**src/verilog/idiv_defs.svh**
```systemverilog
`ifndef IDIV_DEFS_SVH
`define IDIV_DEFS_SVH

// operand and result width of the divider
`define IDIV_WIDTH 32

// iteration counter width, wide enough to count IDIV_WIDTH+1 steps
`define IDIV_CNT_W 6

`endif

```
**src/verilog/idiv_pkg.sv**
```systemverilog
`include "idiv_defs.svh"

package idiv_pkg;

  typedef logic [`IDIV_WIDTH-1:0] word_t;
  // operand registers and adder carry one extra sign bit on top
  typedef logic [`IDIV_WIDTH:0]   ext_t;
  typedef logic [`IDIV_CNT_W-1:0] count_t;

  // one-hot mux selects
  typedef logic [1:0] a_sel_t;
  typedef logic [2:0] bc_sel_t;

  localparam a_sel_t  A_SEL_DIVISOR  = 2'b01;
  localparam a_sel_t  A_SEL_ADDER    = 2'b10;
  localparam bc_sel_t B_SEL_C        = 3'b001;
  localparam bc_sel_t B_SEL_ADDER    = 3'b010;
  localparam bc_sel_t B_SEL_SHIFT    = 3'b100;
  localparam bc_sel_t C_SEL_DIVIDEND = 3'b001;
  localparam bc_sel_t C_SEL_ADDER    = 3'b010;
  localparam bc_sel_t C_SEL_SHIFT    = 3'b100;

  typedef enum logic [3:0] {
    IDLE,
    NEG_DIVISOR,
    NEG_DIVIDEND,
    SHIFT,
    ITERATE,
    REPAIR,
    NEG_REM,
    NEG_QUOT,
    DONE
  } state_e;

endpackage

```
**src/verilog/idiv_datapath.sv**
```systemverilog
`timescale 1ns/1ps
`include "idiv_defs.svh"

module idiv_datapath (
  input  logic              clk_i,
  input  idiv_pkg::word_t   dividend_i,
  input  idiv_pkg::word_t   divisor_i,
  input  logic              signed_div_i,

  input  idiv_pkg::a_sel_t  a_sel_i,
  input  logic              a_ld_i,
  input  logic              a_inv_i,
  input  logic              a_clr_n_i,

  input  idiv_pkg::bc_sel_t b_sel_i,
  input  logic              b_ld_i,
  input  logic              b_inv_i,
  input  logic              b_clr_n_i,

  input  idiv_pkg::bc_sel_t c_sel_i,
  input  logic              c_ld_i,
  input  logic              sign_ld_i,
  input  logic              adder_cin_i,

  output logic              zero_divisor_o,
  output logic              signed_div_o,
  output logic              adder_neg_o,
  output logic              a_neg_o,
  output logic              c_neg_o,

  output idiv_pkg::word_t   quotient_o,
  output idiv_pkg::word_t   remainder_o
);

  localparam int W = `IDIV_WIDTH;

  idiv_pkg::ext_t a_r, b_r, c_r;
  idiv_pkg::ext_t a_mux, b_mux, c_mux;
  idiv_pkg::ext_t divisor_ext, dividend_ext;
  idiv_pkg::ext_t add_a, add_b, adder_out;
  logic           signed_r;

  // sign extension only applies to signed requests
  assign divisor_ext  = {signed_div_i & divisor_i[W-1], divisor_i};
  assign dividend_ext = {signed_div_i & dividend_i[W-1], dividend_i};

  // ------------------------------------------------------------
  // adder with invert and clear on both inputs
  // ------------------------------------------------------------
  assign add_a = (a_r ^ {(W+1){a_inv_i}}) & {(W+1){a_clr_n_i}};
  assign add_b = (b_r ^ {(W+1){b_inv_i}}) & {(W+1){b_clr_n_i}};
  assign adder_out = add_a + add_b + idiv_pkg::ext_t'(adder_cin_i);

  // ------------------------------------------------------------
  // one-hot operand muxes
  // ------------------------------------------------------------
  assign a_mux = ({(W+1){a_sel_i[0]}} & divisor_ext)
               | ({(W+1){a_sel_i[1]}} & adder_out);

  // B: copy of C, plain sum, or sum shifted with the next dividend bit
  assign b_mux = ({(W+1){b_sel_i[0]}} & c_r)
               | ({(W+1){b_sel_i[1]}} & adder_out)
               | ({(W+1){b_sel_i[2]}} & {adder_out[W-1:0], c_r[W]});

  // C: dividend, sum, or shift in the new quotient bit
  assign c_mux = ({(W+1){c_sel_i[0]}} & dividend_ext)
               | ({(W+1){c_sel_i[1]}} & adder_out)
               | ({(W+1){c_sel_i[2]}} & {c_r[W-1:0], ~adder_out[W]});

  always_ff @(posedge clk_i) begin
    if (a_ld_i) begin
      a_r <= a_mux;
    end
    if (b_ld_i) begin
      b_r <= b_mux;
    end
    if (c_ld_i) begin
      c_r <= c_mux;
    end
    if (sign_ld_i) begin
      signed_r <= signed_div_i;
    end
  end

  // status back to the controller
  assign zero_divisor_o = ~(|a_r);
  assign signed_div_o   = signed_r;
  assign adder_neg_o    = adder_out[W];
  assign a_neg_o        = a_r[W];
  assign c_neg_o        = c_r[W];

  // A ends as the remainder, C as the quotient
  assign remainder_o = a_r[W-1:0];
  assign quotient_o  = c_r[W-1:0];

endmodule

```
**src/verilog/idiv_controller.sv**
```systemverilog
`timescale 1ns/1ps
`include "idiv_defs.svh"

module idiv_controller (
  input  logic              clk_i,
  input  logic              rst_n_i,
  input  logic              v_i,
  input  logic              yumi_i,

  input  logic              zero_divisor_i,
  input  logic              signed_div_i,
  input  logic              adder_neg_i,
  input  logic              a_neg_i,
  input  logic              c_neg_i,

  output logic              ready_and_o,
  output logic              v_o,

  output idiv_pkg::a_sel_t  a_sel_o,
  output logic              a_ld_o,
  output logic              a_inv_o,
  output logic              a_clr_n_o,
  output idiv_pkg::bc_sel_t b_sel_o,
  output logic              b_ld_o,
  output logic              b_inv_o,
  output logic              b_clr_n_o,
  output idiv_pkg::bc_sel_t c_sel_o,
  output logic              c_ld_o,
  output logic              sign_ld_o,
  output logic              adder_cin_o
);

  idiv_pkg::state_e state_r, state_d;
  idiv_pkg::count_t cnt_r;
  logic             last_iter;
  logic             last_neg_r;
  logic             zero_r;
  logic             divisor_neg_r;
  logic             dividend_neg_r;

  // iterations run for IDIV_WIDTH+1 cycles, count 0..IDIV_WIDTH
  assign last_iter = (cnt_r == idiv_pkg::count_t'(`IDIV_WIDTH));

  // ------------------------------------------------------------
  // state, counter and sign flags
  // ------------------------------------------------------------
  always_ff @(posedge clk_i) begin
    if (!rst_n_i) begin
      state_r        <= idiv_pkg::IDLE;
      cnt_r          <= '0;
      last_neg_r     <= 1'b0;
      zero_r         <= 1'b0;
      divisor_neg_r  <= 1'b0;
      dividend_neg_r <= 1'b0;
    end else begin
      state_r <= state_d;
      case (state_r)
        idiv_pkg::NEG_DIVISOR: begin
          zero_r        <= zero_divisor_i;
          divisor_neg_r <= signed_div_i & a_neg_i;
        end
        idiv_pkg::NEG_DIVIDEND: begin
          dividend_neg_r <= signed_div_i & c_neg_i;
        end
        idiv_pkg::SHIFT: begin
          cnt_r      <= '0;
          last_neg_r <= 1'b0;
        end
        idiv_pkg::ITERATE: begin
          cnt_r      <= cnt_r + 1'b1;
          // sign of the partial remainder picks add or subtract next
          last_neg_r <= adder_neg_i;
        end
        default: ;
      endcase
    end
  end

  // ------------------------------------------------------------
  // step decode
  // ------------------------------------------------------------
  always_comb begin
    state_d     = state_r;
    ready_and_o = 1'b0;
    v_o         = 1'b0;
    a_sel_o     = idiv_pkg::A_SEL_ADDER;
    a_ld_o      = 1'b0;
    a_inv_o     = 1'b0;
    a_clr_n_o   = 1'b1;
    b_sel_o     = idiv_pkg::B_SEL_ADDER;
    b_ld_o      = 1'b0;
    b_inv_o     = 1'b0;
    b_clr_n_o   = 1'b1;
    c_sel_o     = idiv_pkg::C_SEL_ADDER;
    c_ld_o      = 1'b0;
    sign_ld_o   = 1'b0;
    adder_cin_o = 1'b0;

    case (state_r)
      idiv_pkg::IDLE: begin
        ready_and_o = 1'b1;
        a_sel_o     = idiv_pkg::A_SEL_DIVISOR;
        c_sel_o     = idiv_pkg::C_SEL_DIVIDEND;
        if (v_i) begin
          a_ld_o    = 1'b1;
          c_ld_o    = 1'b1;
          sign_ld_o = 1'b1;
          state_d   = idiv_pkg::NEG_DIVISOR;
        end
      end
      idiv_pkg::NEG_DIVISOR: begin
        // A <= -A, and park the dividend in B for its own negation
        a_inv_o     = 1'b1;
        b_clr_n_o   = 1'b0;
        adder_cin_o = 1'b1;
        a_ld_o      = signed_div_i & a_neg_i;
        b_sel_o     = idiv_pkg::B_SEL_C;
        b_ld_o      = 1'b1;
        state_d     = idiv_pkg::NEG_DIVIDEND;
      end
      idiv_pkg::NEG_DIVIDEND: begin
        a_clr_n_o   = 1'b0;
        b_inv_o     = 1'b1;
        adder_cin_o = 1'b1;
        c_ld_o      = signed_div_i & c_neg_i & ~zero_r;
        state_d     = idiv_pkg::SHIFT;
      end
      idiv_pkg::SHIFT: begin
        a_clr_n_o = 1'b0;
        b_clr_n_o = 1'b0;
        if (zero_r) begin
          // ~0 through the adder gives the all-ones quotient
          a_clr_n_o = 1'b1;
          a_inv_o   = 1'b1;
          c_ld_o    = 1'b1;
        end else begin
          b_sel_o = idiv_pkg::B_SEL_SHIFT;
          b_ld_o  = 1'b1;
          c_sel_o = idiv_pkg::C_SEL_SHIFT;
          c_ld_o  = 1'b1;
        end
        state_d = idiv_pkg::ITERATE;
      end
      idiv_pkg::ITERATE: begin
        // subtract on a non-negative remainder, add otherwise
        a_inv_o     = ~last_neg_r;
        adder_cin_o = ~last_neg_r;
        if (!zero_r) begin
          b_sel_o = last_iter ? idiv_pkg::B_SEL_ADDER : idiv_pkg::B_SEL_SHIFT;
          b_ld_o  = 1'b1;
          c_sel_o = idiv_pkg::C_SEL_SHIFT;
          c_ld_o  = 1'b1;
        end
        if (last_iter) begin
          state_d = idiv_pkg::REPAIR;
        end
      end
      idiv_pkg::REPAIR: begin
        // A <= B + A when the remainder went negative, else A <= B
        a_clr_n_o = last_neg_r & ~zero_r;
        a_ld_o    = 1'b1;
        b_sel_o   = idiv_pkg::B_SEL_C;
        b_ld_o    = 1'b1;
        state_d   = idiv_pkg::NEG_REM;
      end
      idiv_pkg::NEG_REM: begin
        a_inv_o     = 1'b1;
        b_clr_n_o   = 1'b0;
        adder_cin_o = 1'b1;
        a_ld_o      = dividend_neg_r & ~zero_r;
        state_d     = idiv_pkg::NEG_QUOT;
      end
      idiv_pkg::NEG_QUOT: begin
        a_clr_n_o   = 1'b0;
        b_inv_o     = 1'b1;
        adder_cin_o = 1'b1;
        c_ld_o      = (divisor_neg_r ^ dividend_neg_r) & ~zero_r;
        state_d     = idiv_pkg::DONE;
      end
      idiv_pkg::DONE: begin
        v_o = 1'b1;
        if (yumi_i) begin
          state_d = idiv_pkg::IDLE;
        end
      end
      default: begin
        state_d = idiv_pkg::IDLE;
      end
    endcase
  end

endmodule

```
**src/verilog/idiv_iterative.sv**
```systemverilog
`timescale 1ns/1ps

module idiv_iterative (
  input  logic            clk_i,
  input  logic            rst_n_i,

  input  logic            v_i,
  output logic            ready_and_o,
  input  idiv_pkg::word_t dividend_i,
  input  idiv_pkg::word_t divisor_i,
  input  logic            signed_div_i,

  output logic            v_o,
  output idiv_pkg::word_t quotient_o,
  output idiv_pkg::word_t remainder_o,
  input  logic            yumi_i
);

  idiv_pkg::a_sel_t  a_sel;
  idiv_pkg::bc_sel_t b_sel, c_sel;
  logic a_ld, a_inv, a_clr_n;
  logic b_ld, b_inv, b_clr_n;
  logic c_ld, sign_ld, adder_cin;

  // status from the datapath
  logic zero_divisor, signed_div, adder_neg, a_neg, c_neg;

  idiv_controller u_controller (
    .clk_i          (clk_i),
    .rst_n_i        (rst_n_i),
    .v_i            (v_i),
    .yumi_i         (yumi_i),
    .zero_divisor_i (zero_divisor),
    .signed_div_i   (signed_div),
    .adder_neg_i    (adder_neg),
    .a_neg_i        (a_neg),
    .c_neg_i        (c_neg),
    .ready_and_o    (ready_and_o),
    .v_o            (v_o),
    .a_sel_o        (a_sel),
    .a_ld_o         (a_ld),
    .a_inv_o        (a_inv),
    .a_clr_n_o      (a_clr_n),
    .b_sel_o        (b_sel),
    .b_ld_o         (b_ld),
    .b_inv_o        (b_inv),
    .b_clr_n_o      (b_clr_n),
    .c_sel_o        (c_sel),
    .c_ld_o         (c_ld),
    .sign_ld_o      (sign_ld),
    .adder_cin_o    (adder_cin)
  );

  idiv_datapath u_datapath (
    .clk_i          (clk_i),
    .dividend_i     (dividend_i),
    .divisor_i      (divisor_i),
    .signed_div_i   (signed_div_i),
    .a_sel_i        (a_sel),
    .a_ld_i         (a_ld),
    .a_inv_i        (a_inv),
    .a_clr_n_i      (a_clr_n),
    .b_sel_i        (b_sel),
    .b_ld_i         (b_ld),
    .b_inv_i        (b_inv),
    .b_clr_n_i      (b_clr_n),
    .c_sel_i        (c_sel),
    .c_ld_i         (c_ld),
    .sign_ld_i      (sign_ld),
    .adder_cin_i    (adder_cin),
    .zero_divisor_o (zero_divisor),
    .signed_div_o   (signed_div),
    .adder_neg_o    (adder_neg),
    .a_neg_o        (a_neg),
    .c_neg_o        (c_neg),
    .quotient_o     (quotient_o),
    .remainder_o    (remainder_o)
  );

endmodule

```
**config.mk**
```make
export PLATFORM = sky130hd
export DESIGN_NAME = idiv_iterative
export DESIGN_NICKNAME = d
export VERILOG_FILES = /design/src/verilog/idiv_pkg.sv /design/src/verilog/idiv_datapath.sv /design/src/verilog/idiv_controller.sv /design/src/verilog/idiv_iterative.sv
export VERILOG_INCLUDE_DIRS = /design/src /design/src/verilog
export SDC_FILE = /design/constraint.sdc
export NUM_CORES = 1
export LEC_CHECK = 0
export BUFFER_PORTS_ARGS = -buffer_cell sky130_fd_sc_hd__buf_2
export CAP_MARGIN = 10
export CORE_MARGIN = 2
export CORE_UTILIZATION = 50
export DETAILED_ROUTE_END_ITERATION = 8
export PLACE_DENSITY_LB_ADDON = 0.1
export RECOVER_POWER = 50
export REMOVE_ABC_BUFFERS = 1
export SLEW_MARGIN = 20
export SYNTH_ARGS = -nofsm -noshare
export SYNTH_HDL_FRONTEND = slang
export SYNTH_HIERARCHICAL = 1
export SYNTH_SLANG_ARGS = --single-unit
export TNS_END_PERCENT = 10
```
**constraint.sdc**
```tcl
create_clock -name clk_i -period 7.3 [get_ports clk_i]
set_input_delay 0.365 -clock clk_i [delete_from_list [all_inputs] [get_ports clk_i]]
set_output_delay 0.365 -clock clk_i [all_outputs]
set_load 0.005 [all_outputs]
```
Yosys cells after proc, flatten, opt, wreduce, memory -nomap -nowiden

Cells that the tools add are included.

Bits of input ports: 69
Flip-flop bits (word level): 114
Output and inout bits: 66
Logic and storage cells: 91

Eq/ne operators: 12
Muxes and demuxes: 26
Bitwise gates (word level): 30
Add/sub/neg operators: 3
Reductions and logical operators: 10

Operator list:

| kind                                           | number |
|---|---|
| bitwise AND 33 bit                             | 10 |
| OR 33 bit                                      | 5 |
| bitwise XOR 33 bit                             | 2 |
| case mux 4 bit (9 select lines)                | 1 |
| adder 33 x 1 -> 33 bit                         | 1 |
| adder 33 bit                                   | 1 |
| OR reduction 33 bit                            | 1 |
| == test 4 x 3 -> 1 bit (second input constant) | 4 |
| two-way mux 4 bit                              | 3 |
| case mux 6 bit (2 select lines)                | 1 |
| two-way mux 3 bit                              | 3 |
| case mux 3 bit (3 select lines)                | 1 |
| bitwise AND 1 bit                              | 8 |
| == test 4 x 2 -> 1 bit (second input constant) | 2 |
| two-way mux 1 bit                              | 8 |
| OR reduction 2 bit                             | 4 |
| adder 6 x 1 -> 6 bit (second input constant)   | 1 |
| == test 6 bit (second input constant)          | 1 |
| case mux 1 bit (2 select lines)                | 3 |
| case mux 1 bit (3 select lines)                | 2 |
| case mux 3 bit (2 select lines)                | 1 |
| case mux 1 bit (5 select lines)                | 1 |
| == test 4 x 1 -> 1 bit (second input constant) | 1 |
| == test 4 bit (second input constant)          | 1 |
| 11 further kinds                               | 15 |

Longest topological paths before layout

Gate-level depths: netlist (run 1).

Depth in word-level cells: 10
Depth in mapped cells: 20

Modules after synthesis

Netlist (run 1), hierarchy kept.

By module, submodules not included:

| module          | times used | sequential area each (um^2) | cells each | area an instance (um^2) |
|---|---|---|---|---|
| idiv_datapath   | 1          | 3002.9                      | 787        | 7788.7 |
| idiv_controller | 1          | 280.3                       | 135        | 994.7 |

Least setup slack after synthesis (run 1)

No wires, ideal clock.

Kind: register to register
From: register u_controller.state_r[0]
To: register u_datapath.b_r[32], data pin
Library setup time: 263 ps
Cell stages (with the launch flop): 18
Path slack: 2233 ps
Arrival: 4803 ps
Clock period less this slack: 5067 ps
Cell sequence: dfxtp_1 > clkbuf_1 > nor2b_1 > o21ai_0 > a21oi_1 > clkbuf_1 > buf_1 > xor2_1 > and2_1 > fa_1 > fa_1 > a211o_1 > a211oi_4 > o32ai_2 > nor4_4 > o2111ai_4 > and4_4 > a2111o_1

Longest elaborated chain between the ends: 10
Elaborated cells between the ends (all ways): 29
Classes of those cells: add/sub: 2; eq/ne: 7; mux: 6; bitwise: 9; reduce/logical: 5

Ends and longest elaborated chain:

| what                                                                    | line                  | RTL |
|---|---|---|
| from (decl)                                                             | idiv_controller.sv:33 | `idiv_pkg::state_e state_r, state_d;` |
| from (signal assigned)                                                  | idiv_controller.sv:49 | `state_r <= idiv_pkg::IDLE;` |
| from (signal assigned)                                                  | idiv_controller.sv:56 | `state_r <= state_d;` |
| == test 4 x 1 -> 1 bit / == test 4 x 3 -> 1 bit (equally long branches) | idiv_controller.sv:99 | `case (state_r)` |
| OR reduction 2 bit (no line)                                            | --                    |  |
| case mux 1 bit (3 select lines) (*)                                     | idiv_controller.sv:99 |  |
| named net a_inv                                                         | idiv_iterative.sv:21  | `logic a_ld, a_inv, a_clr_n;` |
| bitwise XOR 33 bit (*)                                                  | idiv_datapath.sv:50   | `assign add_a = (a_r ^ {(W+1){a_inv_i}}) & {(W+1){a_clr_n_i}};` |
| bitwise AND 33 bit (*)                                                  | idiv_datapath.sv:50   |  |
| adder 33 bit (*)                                                        | idiv_datapath.sv:52   | `assign adder_out = add_a + add_b + idiv_pkg::ext_t'(adder_cin_i);` |
| adder 33 x 1 -> 33 bit (*)                                              | idiv_datapath.sv:52   |  |
| bitwise AND 33 bit                                                      | idiv_datapath.sv:62   | `\| ({(W+1){b_sel_i[1]}} & adder_out)` |
| OR 33 bit                                                               | idiv_datapath.sv:62   |  |
| OR 33 bit (*)                                                           | idiv_datapath.sv:63   | `\| ({(W+1){b_sel_i[2]}} & {adder_out[W-1:0], c_r[W]});` |
| named net u_datapath.b_mux[32]                                          | idiv_datapath.sv:38   | `idiv_pkg::ext_t a_mux, b_mux, c_mux;` |
| to (signal assigned)                                                    | idiv_datapath.sv:75   | `b_r <= b_mux;` |
| to (decl)                                                               | idiv_datapath.sv:37   | `idiv_pkg::ext_t a_r, b_r, c_r;` |

The timed path passes the listed nets; every way through them passes the cells marked *.
A chain may end at the register's enable or synchronous reset.

Worst setup path after layout (run 1)

From: register u_controller.state_r[0]
To: register u_datapath.b_r[32], data pin

Elaborated cells between the ends (all ways): 29
Classes of those cells: add/sub: 2; eq/ne: 7; mux: 6; bitwise: 9; reduce/logical: 5

RTL lines:

| what                                                                    | line |
|---|---|
| == test 4 x 2 -> 1 bit / == test 4 x 3 -> 1 bit (equally long branches) | idiv_controller.sv:99 |
| OR reduction 2 bit (no line)                                            | -- |
| case mux 1 bit (3 select lines) (*)                                     | idiv_controller.sv:99 |
| named net a_clr_n                                                       | idiv_iterative.sv:21 |
| bitwise AND 33 bit (*)                                                  | idiv_datapath.sv:50 |
| adder 33 bit (*)                                                        | idiv_datapath.sv:52 |
| adder 33 x 1 -> 33 bit (*)                                              | idiv_datapath.sv:52 |
| bitwise AND 33 bit                                                      | idiv_datapath.sv:62 |
| OR 33 bit                                                               | idiv_datapath.sv:62 |
| OR 33 bit (*)                                                           | idiv_datapath.sv:63 |
| named net u_datapath.b_mux[32]                                          | idiv_datapath.sv:38 |

Marks and branches as above.

==> flow_summary.ini, run 1 <==
[worst_setup_path]
crit_fanout = 33
setup.worst_path.class = reg -> reg
slowest_stage = dfxtp_1
path_delay_family = simple AND/OR/NAND/NOR gates
path_common_cell = fa_1
max_stage_delay_ps = 750
cp.arrival_ps = 5500
crit_chain = nor2b_1, or4_1, buf_4, and2_1, fa_1, fa_1, a211o_1, a211oi_4, o32ai_2, nor4_4, o2111ai_4, and4_4, a2111o_1
setup.worst_path.start_class = register
crit_required_ps = 7460
end_kind = register
worst-path-buf-inv = 1

[routing]
wl_per_cell_um = 21.3
ant_nets = 0
drt_pre_antenna_iters = 8
drcViolationCount = 0
drt-vias-per-instance = 6.13
drt_iter0_markers = 861
drt_wl_total_um = 26800
vias = 7711

[clock_network]
clkTransAtPathRegs_ps = 60
post_cts_buffers = 0
cts_resized = 0
hold_buffers = 0
clockBufferDepth = 2
clock_latency_ps = 420
cts_tree = done
cts_buffers = 17
cts_root_buffer = clkbuf_16
htreeDepth = 4
cts.sinks = 114

[synthesis]
synth_top_area_share = 0.342
synth.avg_cell_area_um2 = 9.53
synth-seq-cells = 114
netlist_area_mm2 = 0.00878
syn_inst = 922
synth_most_common_cell = edfxtp_1
synth_cell_types = 76
ys_top_cells_by_count = edfxtp_1 (100), xor2_1 (80), and2_1 (71)
async_flop_share = 0
yosys_warnings = 6
synth_ff_type = edfxtp_1
synth_top_area_cell = edfxtp_1
synthTopCellsByArea = edfxtp_1 (34%), xor2_1 (8.0%), and2_1 (5.1%)
seq_area_frac_synth = 0.374
synth_edf_count = 100

[hold_path]
hold_class = in -> reg

[global_routing]
gr-total-overflow = 0
track_usage = 0.290
grt_pass1_wl_um = 41000
grt_max_degree = 38
antenna_found_initial = 0
grt_pass1_vias = 7380

[final_layout]
nets = 1123
n_antenna_cell = 0
final_util = 0.588
drive_gt1_frac = 0.168
area_delta_synth_final_pct = 15.3
final_cell_area_mm2 = 0.0101
stdcell_count = 1257

[floorplan]
die_area_mm2 = 0.0186
row_count = 48
core_area_mm2 = 0.0172
ioPinCount = 135
start_util = 0.510
die_h_um = 137
die_x_um = 137

[timing]
period_share = 0.731
fmax_ghz = 0.187
skew_ps = 7.10
fin_tns_setup_ps = 0
fin_crit_ps = 5340
finalSetupViolCount = 0
hold_viol = 0
slew_headroom = -0.562
rsz0062_at_grt = no
finalMaxSlewViolations = 103
worst_pin_slew_ps = 2340

[place]
placed_cells = 1225
gp_congestion = 0.961
portBuffers = 134
place_area_mm2 = 0.00956
dp_hpwl_um = 18200

[status]
status = complete, but fails checks
failed_checks = capacitance limit, slew limit

[flow_run]
drv_cap = 3
cell families (layout without fill, tap and decap cells):
kind of cell	count (synthesis)	in the layout	synth area share
xor+xnor	100	100	0.0997
buf+inv	128	238	0.0640
simple gates	262	262	0.166
flops	114	114	0.374
fa+ha+maj	35	35	0.0516
compound gates	276	276	0.237
mux	7	7	0.00812
sequential cells by signal, summed over array words and instances (netlist names):
register                     count
u_datapath/b_r                  33
u_controller/state_r             4
u_controller/cnt_r               6
u_controller/zero_r              1
u_datapath/a_r                  33
u_controller/dividend_neg_r      1
u_datapath/c_r                  33
u_controller/divisor_neg_r       1
u_datapath/signed_div_o          1
u_controller/last_neg_r          1
placed cells by master (no fill, tap or decap), types with 35 or more instances in the layout:
master	count
o21ai_0	43
edfxtp_1	100
nand2_1	58
buf_2	103
a21oi_1	38
a22o_1	37
and2_1	70
inv_1	55
xor2_1	80
clkbuf_1	35
per-layer routing:
metal / global-route usage / routed length (µm) / up-vias
met5: 0 / 0 / -
met4: 0.0706 / 312 / 0
met3: 0.0481 / 1760 / 24
met2: 0.469 / 12700 / 309
met1: 0.405 / 12000 / 3723
li1: - / - / 3655
final timing paths:
kind              slack, ps                                 start  depth (start not counted)                                 end
setup / recovery       1960  u_controller/state_r[0]$_SDFFE_PN0P_                         13        u_datapath/b_r[32]$_DFFE_PP_
hold / removal          190                          signed_div_i                          1   u_datapath/signed_div_o$_DFFE_PP_
setup reg to reg       1960  u_controller/state_r[0]$_SDFFE_PN0P_                         13        u_datapath/b_r[32]$_DFFE_PP_
hold reg to reg         510    u_controller/cnt_r[4]$_SDFFE_PN0P_                          2  u_controller/cnt_r[4]$_SDFFE_PN0P_
area by class of cell:
class                           count  area (µm²)
Timing Repair Buffer              151         748
Clock buffer                       18         429
Inverter                           55         206
Fill cell                        1626        7110
Multi-Input combinational cell    680        4990
Tap cell                          225         282
Clock inverter                     14         186
Sequential cell                   114        3280
through the flow:
step	setup slack, ps	hold slack, ps
after floorplan	-105	450
after global placement	2070	490
after detailed placement	2020	501
after CTS	2000	130
after global routing	1720	192
final	1960	192
Power of run 1 is not shown: default switching activity piles up to over one toggle a cycle in this logic, so the estimate is an artifact.
==> run 2, diff against run 1 <==
ABC_AREA = 1   (was unset)
clock period = 4.3 ns   (was 7.3 ns; I/O delays follow)
==> run 2 against run 1 <==
Effect of this change: the flow still finishes with violations (capacitance limit, slew limit); highest routed layer unchanged; critical path type unchanged; global-route usage up 2.1 points; flip-flop and latch count stayed put; worst setup slack lost 1400 ps; wire length up 13%.
==> flow_summary.ini, run 2 <==
[worst_setup_path]
r2r-end = u_datapath/c_r[0]$_DFFE_PP_
cp.arrival_ps = 3910
setup.worst_path.class = reg -> reg
crit_required_ps = 4470
setup.worst_path.start_class = register
r2r_slack_ps = 550
worstReg2RegStart = u_controller/state_r[2]$_SDFFE_PN0P_
crit_fanout = 18
end_kind = register
reg2regPathDepth = 18

[routing]
vias = 9279
drt_wl_total_um = 30300
drt_pre_antenna_iters = 7
drt_iter0_markers = 887
drt-vias-per-instance = 5.31
wl_per_cell_um = 17.4
drcViolationCount = 0
ant_nets = 0

[synthesis]
synthTopCellsByArea = edfxtp_1 (32%), nand2_1 (21%), nand3_1 (7.9%)
synth_most_common_cell = nand2_1
synth_top_area_cell = edfxtp_1
synth_ff_type = edfxtp_1
synth_top_area_share = 0.324
async_flop_share = 0
netlist_area_mm2 = 0.00928
synth_cell_types = 38
synth-seq-cells = 114
synth.avg_cell_area_um2 = 6.70
ys_top_cells_by_count = nand2_1 (526), inv_1 (159), nor2_1 (152)
seq_area_frac_synth = 0.354
yosys_warnings = 6
syn_inst = 1384
synth_edf_count = 100

[final_layout]
n_fill_cell = 1808
multi_input_area_mm2 = 0.00513
stdcell_count = 1748
drive_gt1_frac = 0.144
final_cell_mix = nand2_1 (529), inv_1 (161), nor2_1 (153)
top_regs = u_datapath/a_r (33), u_datapath/b_r (33), u_datapath/c_r (33)
final_util = 0.592
n_antenna_cell = 0
area_delta_synth_final_pct = 15.4
nets = 1610
seq_area_mm2 = 0.00328
layout_commonest_cell = nand2_1

[clock_network]
cts_buffers = 17
cts_root_buffer = clkbuf_16
cts.sinks = 114
clockBufferDepth = 2
clkTransAtPathRegs_ps = 60
cts_tree = done
htreeDepth = 4
clock_latency_ps = 420

[hold_path]
hold_path_depth = 3
hp-start = divisor_i[13]
whs_endpoint = u_datapath/a_r[13]$_DFFE_PP_
hold_class = in -> reg

[power]
power_frac_comb = 0.621
p_seq_frac = 0.235
power.switching_mw = 4.98
max-vdd-ir-drop_v = 0.000363
p_sw_frac = 0.509
clockPowerShare = 0.144
p_leak_nw = 5.37
total_power_mw = 9.80
p_int_mw = 4.81
p_per_area_mw_per_mm2 = 915

[timing]
period_share = 0.872
holdWs_ps = 64.5
finalSetupViolCount = 0
fmax_ghz = 0.267
worst_pin_slew_ps = 1510
finalMaxSlewViolations = 20
rsz0062_at_grt = no
fin_crit_ps = 3750
hold_viol = 0
slew_headroom = -0.00533
skew_ps = 10.5
fin_tns_setup_ps = 0

[place]
portBuffers = 134
dp_hpwl_um = 22000
placed_cells = 1715
gp_congestion = 0.957

[floorplan]
die_h_um = 140
start_util = 0.513
die_x_um = 140
row_count = 49
core_area_mm2 = 0.0181
ioPinCount = 135
die_area_mm2 = 0.0197

[global_routing]
grt_pass1_vias = 8649
grt_max_degree = 42
gr-total-overflow = 0
track_usage = 0.311
antenna_found_initial = 0
grt_pass1_wl_um = 46700

[status]
failed_checks = capacitance limit, slew limit
status = complete, but fails checks

[flow_run]
drv_cap = 1
## run 2: how the worst max path moves through the flow
stage / slack (ps) / to / start
after global routing: 260 / u_datapath/b_r[24]$_DFFE_PP_ / u_controller/state_r[2]$_SDFFE_PN0P_
final: 550 / u_datapath/c_r[0]$_DFFE_PP_ / u_controller/state_r[2]$_SDFFE_PN0P_
after global placement: 760 / u_datapath/c_r[30]$_DFFE_PP_ / u_controller/state_r[2]$_SDFFE_PN0P_
after floorplan: -120 / u_datapath/b_r[24]$_DFFE_PP_ / u_controller/state_r[3]$_SDFFE_PN0P_
after CTS: 630 / u_datapath/c_r[0]$_DFFE_PP_ / u_controller/state_r[2]$_SDFFE_PN0P_
after detailed placement: 640 / u_datapath/c_r[0]$_DFFE_PP_ / u_controller/state_r[2]$_SDFFE_PN0P_
## run 2: kinds of logic (layout without fill, tap and decap cells)
| kind of cell | count (synthesis) | count (layout) | synth area share |
|---|---|---|---|
| adders and majority gates | 35 | 35 | 0.0488 |
| AOI/OAI and AO/OA | 73 | 73 | 0.0453 |
| and+or+nand+nor | 899 | 899 | 0.414 |
| buffers and inverters | 217 | 352 | 0.0913 |
| DFF | 114 | 114 | 0.354 |
| xor gates and xnor gates | 46 | 46 | 0.0467 |
## run 2: timing repair
action | in CTS | in global routing
setup buffers | 0 | 0
endpoints found under the hold margin | 1 | 0
endpoints found under the setup margin | 0 | 0
hold buffers | 1 | 0
resized for setup | 0 | 0
## run 2: area by class of cell
class                      instances  share of cell area
multi-input combinational       1053               0.479
timing repair buffer             155              0.0750
inverter                         165              0.0581
tap                              229              0.0268
clock inverter                    12              0.0125
clock buffer                      20              0.0417
sequential                       114               0.307
## run 2: power groups by stage
stage	combinational (mW)	clock, mW	sequential (mW)
6_report	6.08	1.42	2.30
5_1_grt	6.82	1.47	2.35
4_1_cts	6.04	1.43	2.29
3_5_place_dp	5.98	0	2.31
3_3_place_gp	5.93	0	2.31
2_1_floorplan	4.26	0	2.24
## run 2: through the flow
step	setup slack (ps)	instance area, µm²
after global routing	255	10700
after detailed placement	635	10200
final	551	10700
after floorplan	-118	9050
after CTS	630	10800
after global placement	760	10200
## run 2: layer usage
layer | wire length, µm | share of wire | track usage
met5 | 0 | 0 | 0
met4 | 457 | 0.015 | 0.0707
met3 | 2700 | 0.089 | 0.0636
met2 | 13300 | 0.44 | 0.486
met1 | 13900 | 0.46 | 0.446
## run 2: critical path, stage by stage, from the launching register on
cell and delay, ps:
dfxtp_1 460, nand2_1 140, inv_1 120, nand2_1 90
nor2_1 200, nor2_1 80, nand3_2 100, buf_4 340
xnor2_1 160, nor2_1 60, ha_1 360, a21oi_1 360
nand2_1 150, nand2_1 80, nand2_1 40, a21oi_1 340
nand3_1 200, nand3_1 120, nand3_1 70
Power figures use the tool's default switching activity.
==> run 3, diff against run 2 <==
BUFFER_PORTS_ARGS = unset   (was -buffer_cell sky130_fd_sc_hd__buf_2)
CORE_MARGIN = 4   (was 2)
DONT_BUFFER_PORTS = 1   (was unset)
==> run 3 against run 2 <==
Effect of this change: the flow still finishes with violations (capacitance limit, slew limit); non-clock buffer count shrank 91; worst setup slack lost 39 ps; final cell count shrank 5.2%; flip-flop and latch count is the same; global-route usage shrank 0.85 points; sequential power grew 3%; cell area shrank 2.0%; wire length grew 3.0%; combinational power shrank 3.3%; clock power shrank 4%; core utilization shrank 1.2 points.
==> flow_summary.ini, run 3 (same netlist as run 2, synthesis figures left out) <==
[hold_path]
hold_class = in -> reg
hold_path_depth = 2
whs_endpoint = u_datapath/c_r[7]$_DFFE_PP_
hp-start = dividend_i[7]

[power]
total_power_mw = 9.62
p_per_area_mw_per_mm2 = 917
max-vdd-ir-drop_v = 0.000377
p_leak_nw = 5.07

[timing]
slew_headroom = -0.725
worst_pin_slew_ps = 2590
period_share = 0.881
fmax_ghz = 0.264
rsz0062_at_grt = no
skew_ps = 7.68
fin_crit_ps = 3790
finalSetupViolCount = 0
finalMaxSlewViolations = 34
hold_viol = 0

[clock_network]
cts.sinks = 114
hold_buffers = 49
cts_resized = 0
clock_latency_ps = 420
clockBufferDepth = 2
clkTransAtPathRegs_ps = 60
cts_root_buffer = clkbuf_16
htreeDepth = 4
cts_tree = done
post_cts_buffers = 0
cts_buffers = 17

[status]
failed_checks = capacitance limit, slew limit
status = complete, but fails checks

[floorplan]
start_util = 0.513
core_area_mm2 = 0.0181
die_h_um = 144
ioPinCount = 135
row_count = 49
die_area_mm2 = 0.0208
die_x_um = 144

[worst_setup_path]
setup.worst_path.start_class = register
crit_required_ps = 4460
worstReg2RegStart = u_controller/state_r[0]$_SDFFE_PN0P_
reg2regPathDepth = 17
slowest_stage = dfxtp_1
end_kind = register
setup.worst_path.class = reg -> reg
max_stage_delay_ps = 470
cp.arrival_ps = 3950
path_delay_family = simple AND/OR/NAND/NOR gates
crit_chain = nand2_1, inv_1, o21ai_0, o21ai_0, nand2_1, inv_1, buf_4, nor2_1, ha_1, nor2_1, a21oi_1, nand3_1, nand3_1, xnor2_1, inv_1, nand2_1, nand3_1
r2r-end = u_datapath/b_r[12]$_DFFE_PP_
worst-path-buf-inv = 4
r2r_slack_ps = 510
crit_fanout = 30

[routing]
ant_nets = 0
drcViolationCount = 0
drt_pre_antenna_iters = 6
drt-vias-per-instance = 5.46
drt_iter0_markers = 905
drt_wl_total_um = 31300
vias = 9055
wl_per_cell_um = 18.9

[final_layout]
final_cell_area_mm2 = 0.0105
multi_input_area_mm2 = 0.00515
drive_gt1_frac = 0.0735
seq_area_mm2 = 0.00328
stdcell_count = 1657
nets = 1519
n_antenna_cell = 0
area_delta_synth_final_pct = 13.2
top_regs = u_datapath/a_r (33), u_datapath/b_r (33), u_datapath/c_r (33)
n_fill_cell = 1784
layout_commonest_cell = nand2_1
final_cell_mix = nand2_1 (528), inv_1 (161), nor2_1 (152)

[place]
gp_congestion = 0.941
place_area_mm2 = 0.00949
dp_hpwl_um = 22100
portBuffers = 0
placed_cells = 1576

[global_routing]
track_usage = 0.302
grt_pass1_wl_um = 47600
gr-total-overflow = 0
grt_pass1_vias = 8452
grt_max_degree = 34
antenna_found_initial = 0

[flow_run]
drv_cap = 1
run 3: cell types whose count changed in the layout (fill, tap and decap cells not counted), sizes merged, moves of 2 or more:
cell / change
buf: -116
clkbuf: -25
clkinv: +4
clkinvlp: -2
dlygate4sd3: +48
run 3: through the flow:
step                hold slack [ps]  worst slack, ps  utilization  setup TNS (ps)
floorplan                       314             -118            -            -844
global placement                314              642        0.525               0
detailed placement              314              579        0.525               0
CTS                           0.497              556        0.583               0
global route                   9.22              267        0.580               0
finish                         12.5              512        0.580               0
run 3: area by class of cell:
type	count	area share
well taps	229	0.0273
clock buffers	18	0.0409
repair buffers	64	0.0567
clock inverters	14	0.0126
inverters	165	0.0592
multi-input cells	1053	0.490
flip-flops and latches	114	0.313
run 3: worst register-to-register path: stages (launching register included):
cell and delay, ps:
dfxtp_1 470, nand2_1 210, inv_1 140, o21ai_0 120, o21ai_0 100, nand2_1 130, inv_1 100, buf_4 380
nor2_1 110, ha_1 410, nor2_1 110, a21oi_1 310, nand3_1 140, nand3_1 210, xnor2_1 230, inv_1 110
nand2_1 160, nand3_1 90
run 3: worst max-delay path by stage:
stage	cells after the start	slack, ps	endpoint	start
after floorplan	23	-120	u_datapath/b_r[24]$_DFFE_PP_	u_controller/state_r[3]$_SDFFE_PN0P_
after CTS	20	560	u_datapath/b_r[24]$_DFFE_PP_	u_controller/state_r[2]$_SDFFE_PN0P_
after detailed placement	20	580	u_datapath/b_r[24]$_DFFE_PP_	u_controller/state_r[2]$_SDFFE_PN0P_
after global routing	21	270	u_datapath/b_r[24]$_DFFE_PP_	u_controller/state_r[2]$_SDFFE_PN0P_
after global placement	20	640	u_datapath/b_r[25]$_DFFE_PP_	u_controller/state_r[2]$_SDFFE_PN0P_
final	17	510	u_datapath/b_r[12]$_DFFE_PP_	u_controller/state_r[0]$_SDFFE_PN0P_
run 3: power breakdown:
part | internal, mW | switching, mW | total [mW]
combinational | 1.86 | 4.02 | 5.88
clock | 0.800 | 0.571 | 1.37
sequential | 1.96 | 0.415 | 2.38
total | 4.62 | 5.00 | 9.62
run 3: per-layer routing:
layer | global-route usage | part of all wire | vias up
li1 | - | - | 4458
met1 | 0.443 | 0.46 | 4184
met2 | 0.469 | 0.44 | 383
met3 | 0.0516 | 0.088 | 30
met4 | 0.0707 | 0.014 | 0
met5 | 0 | 0 | -
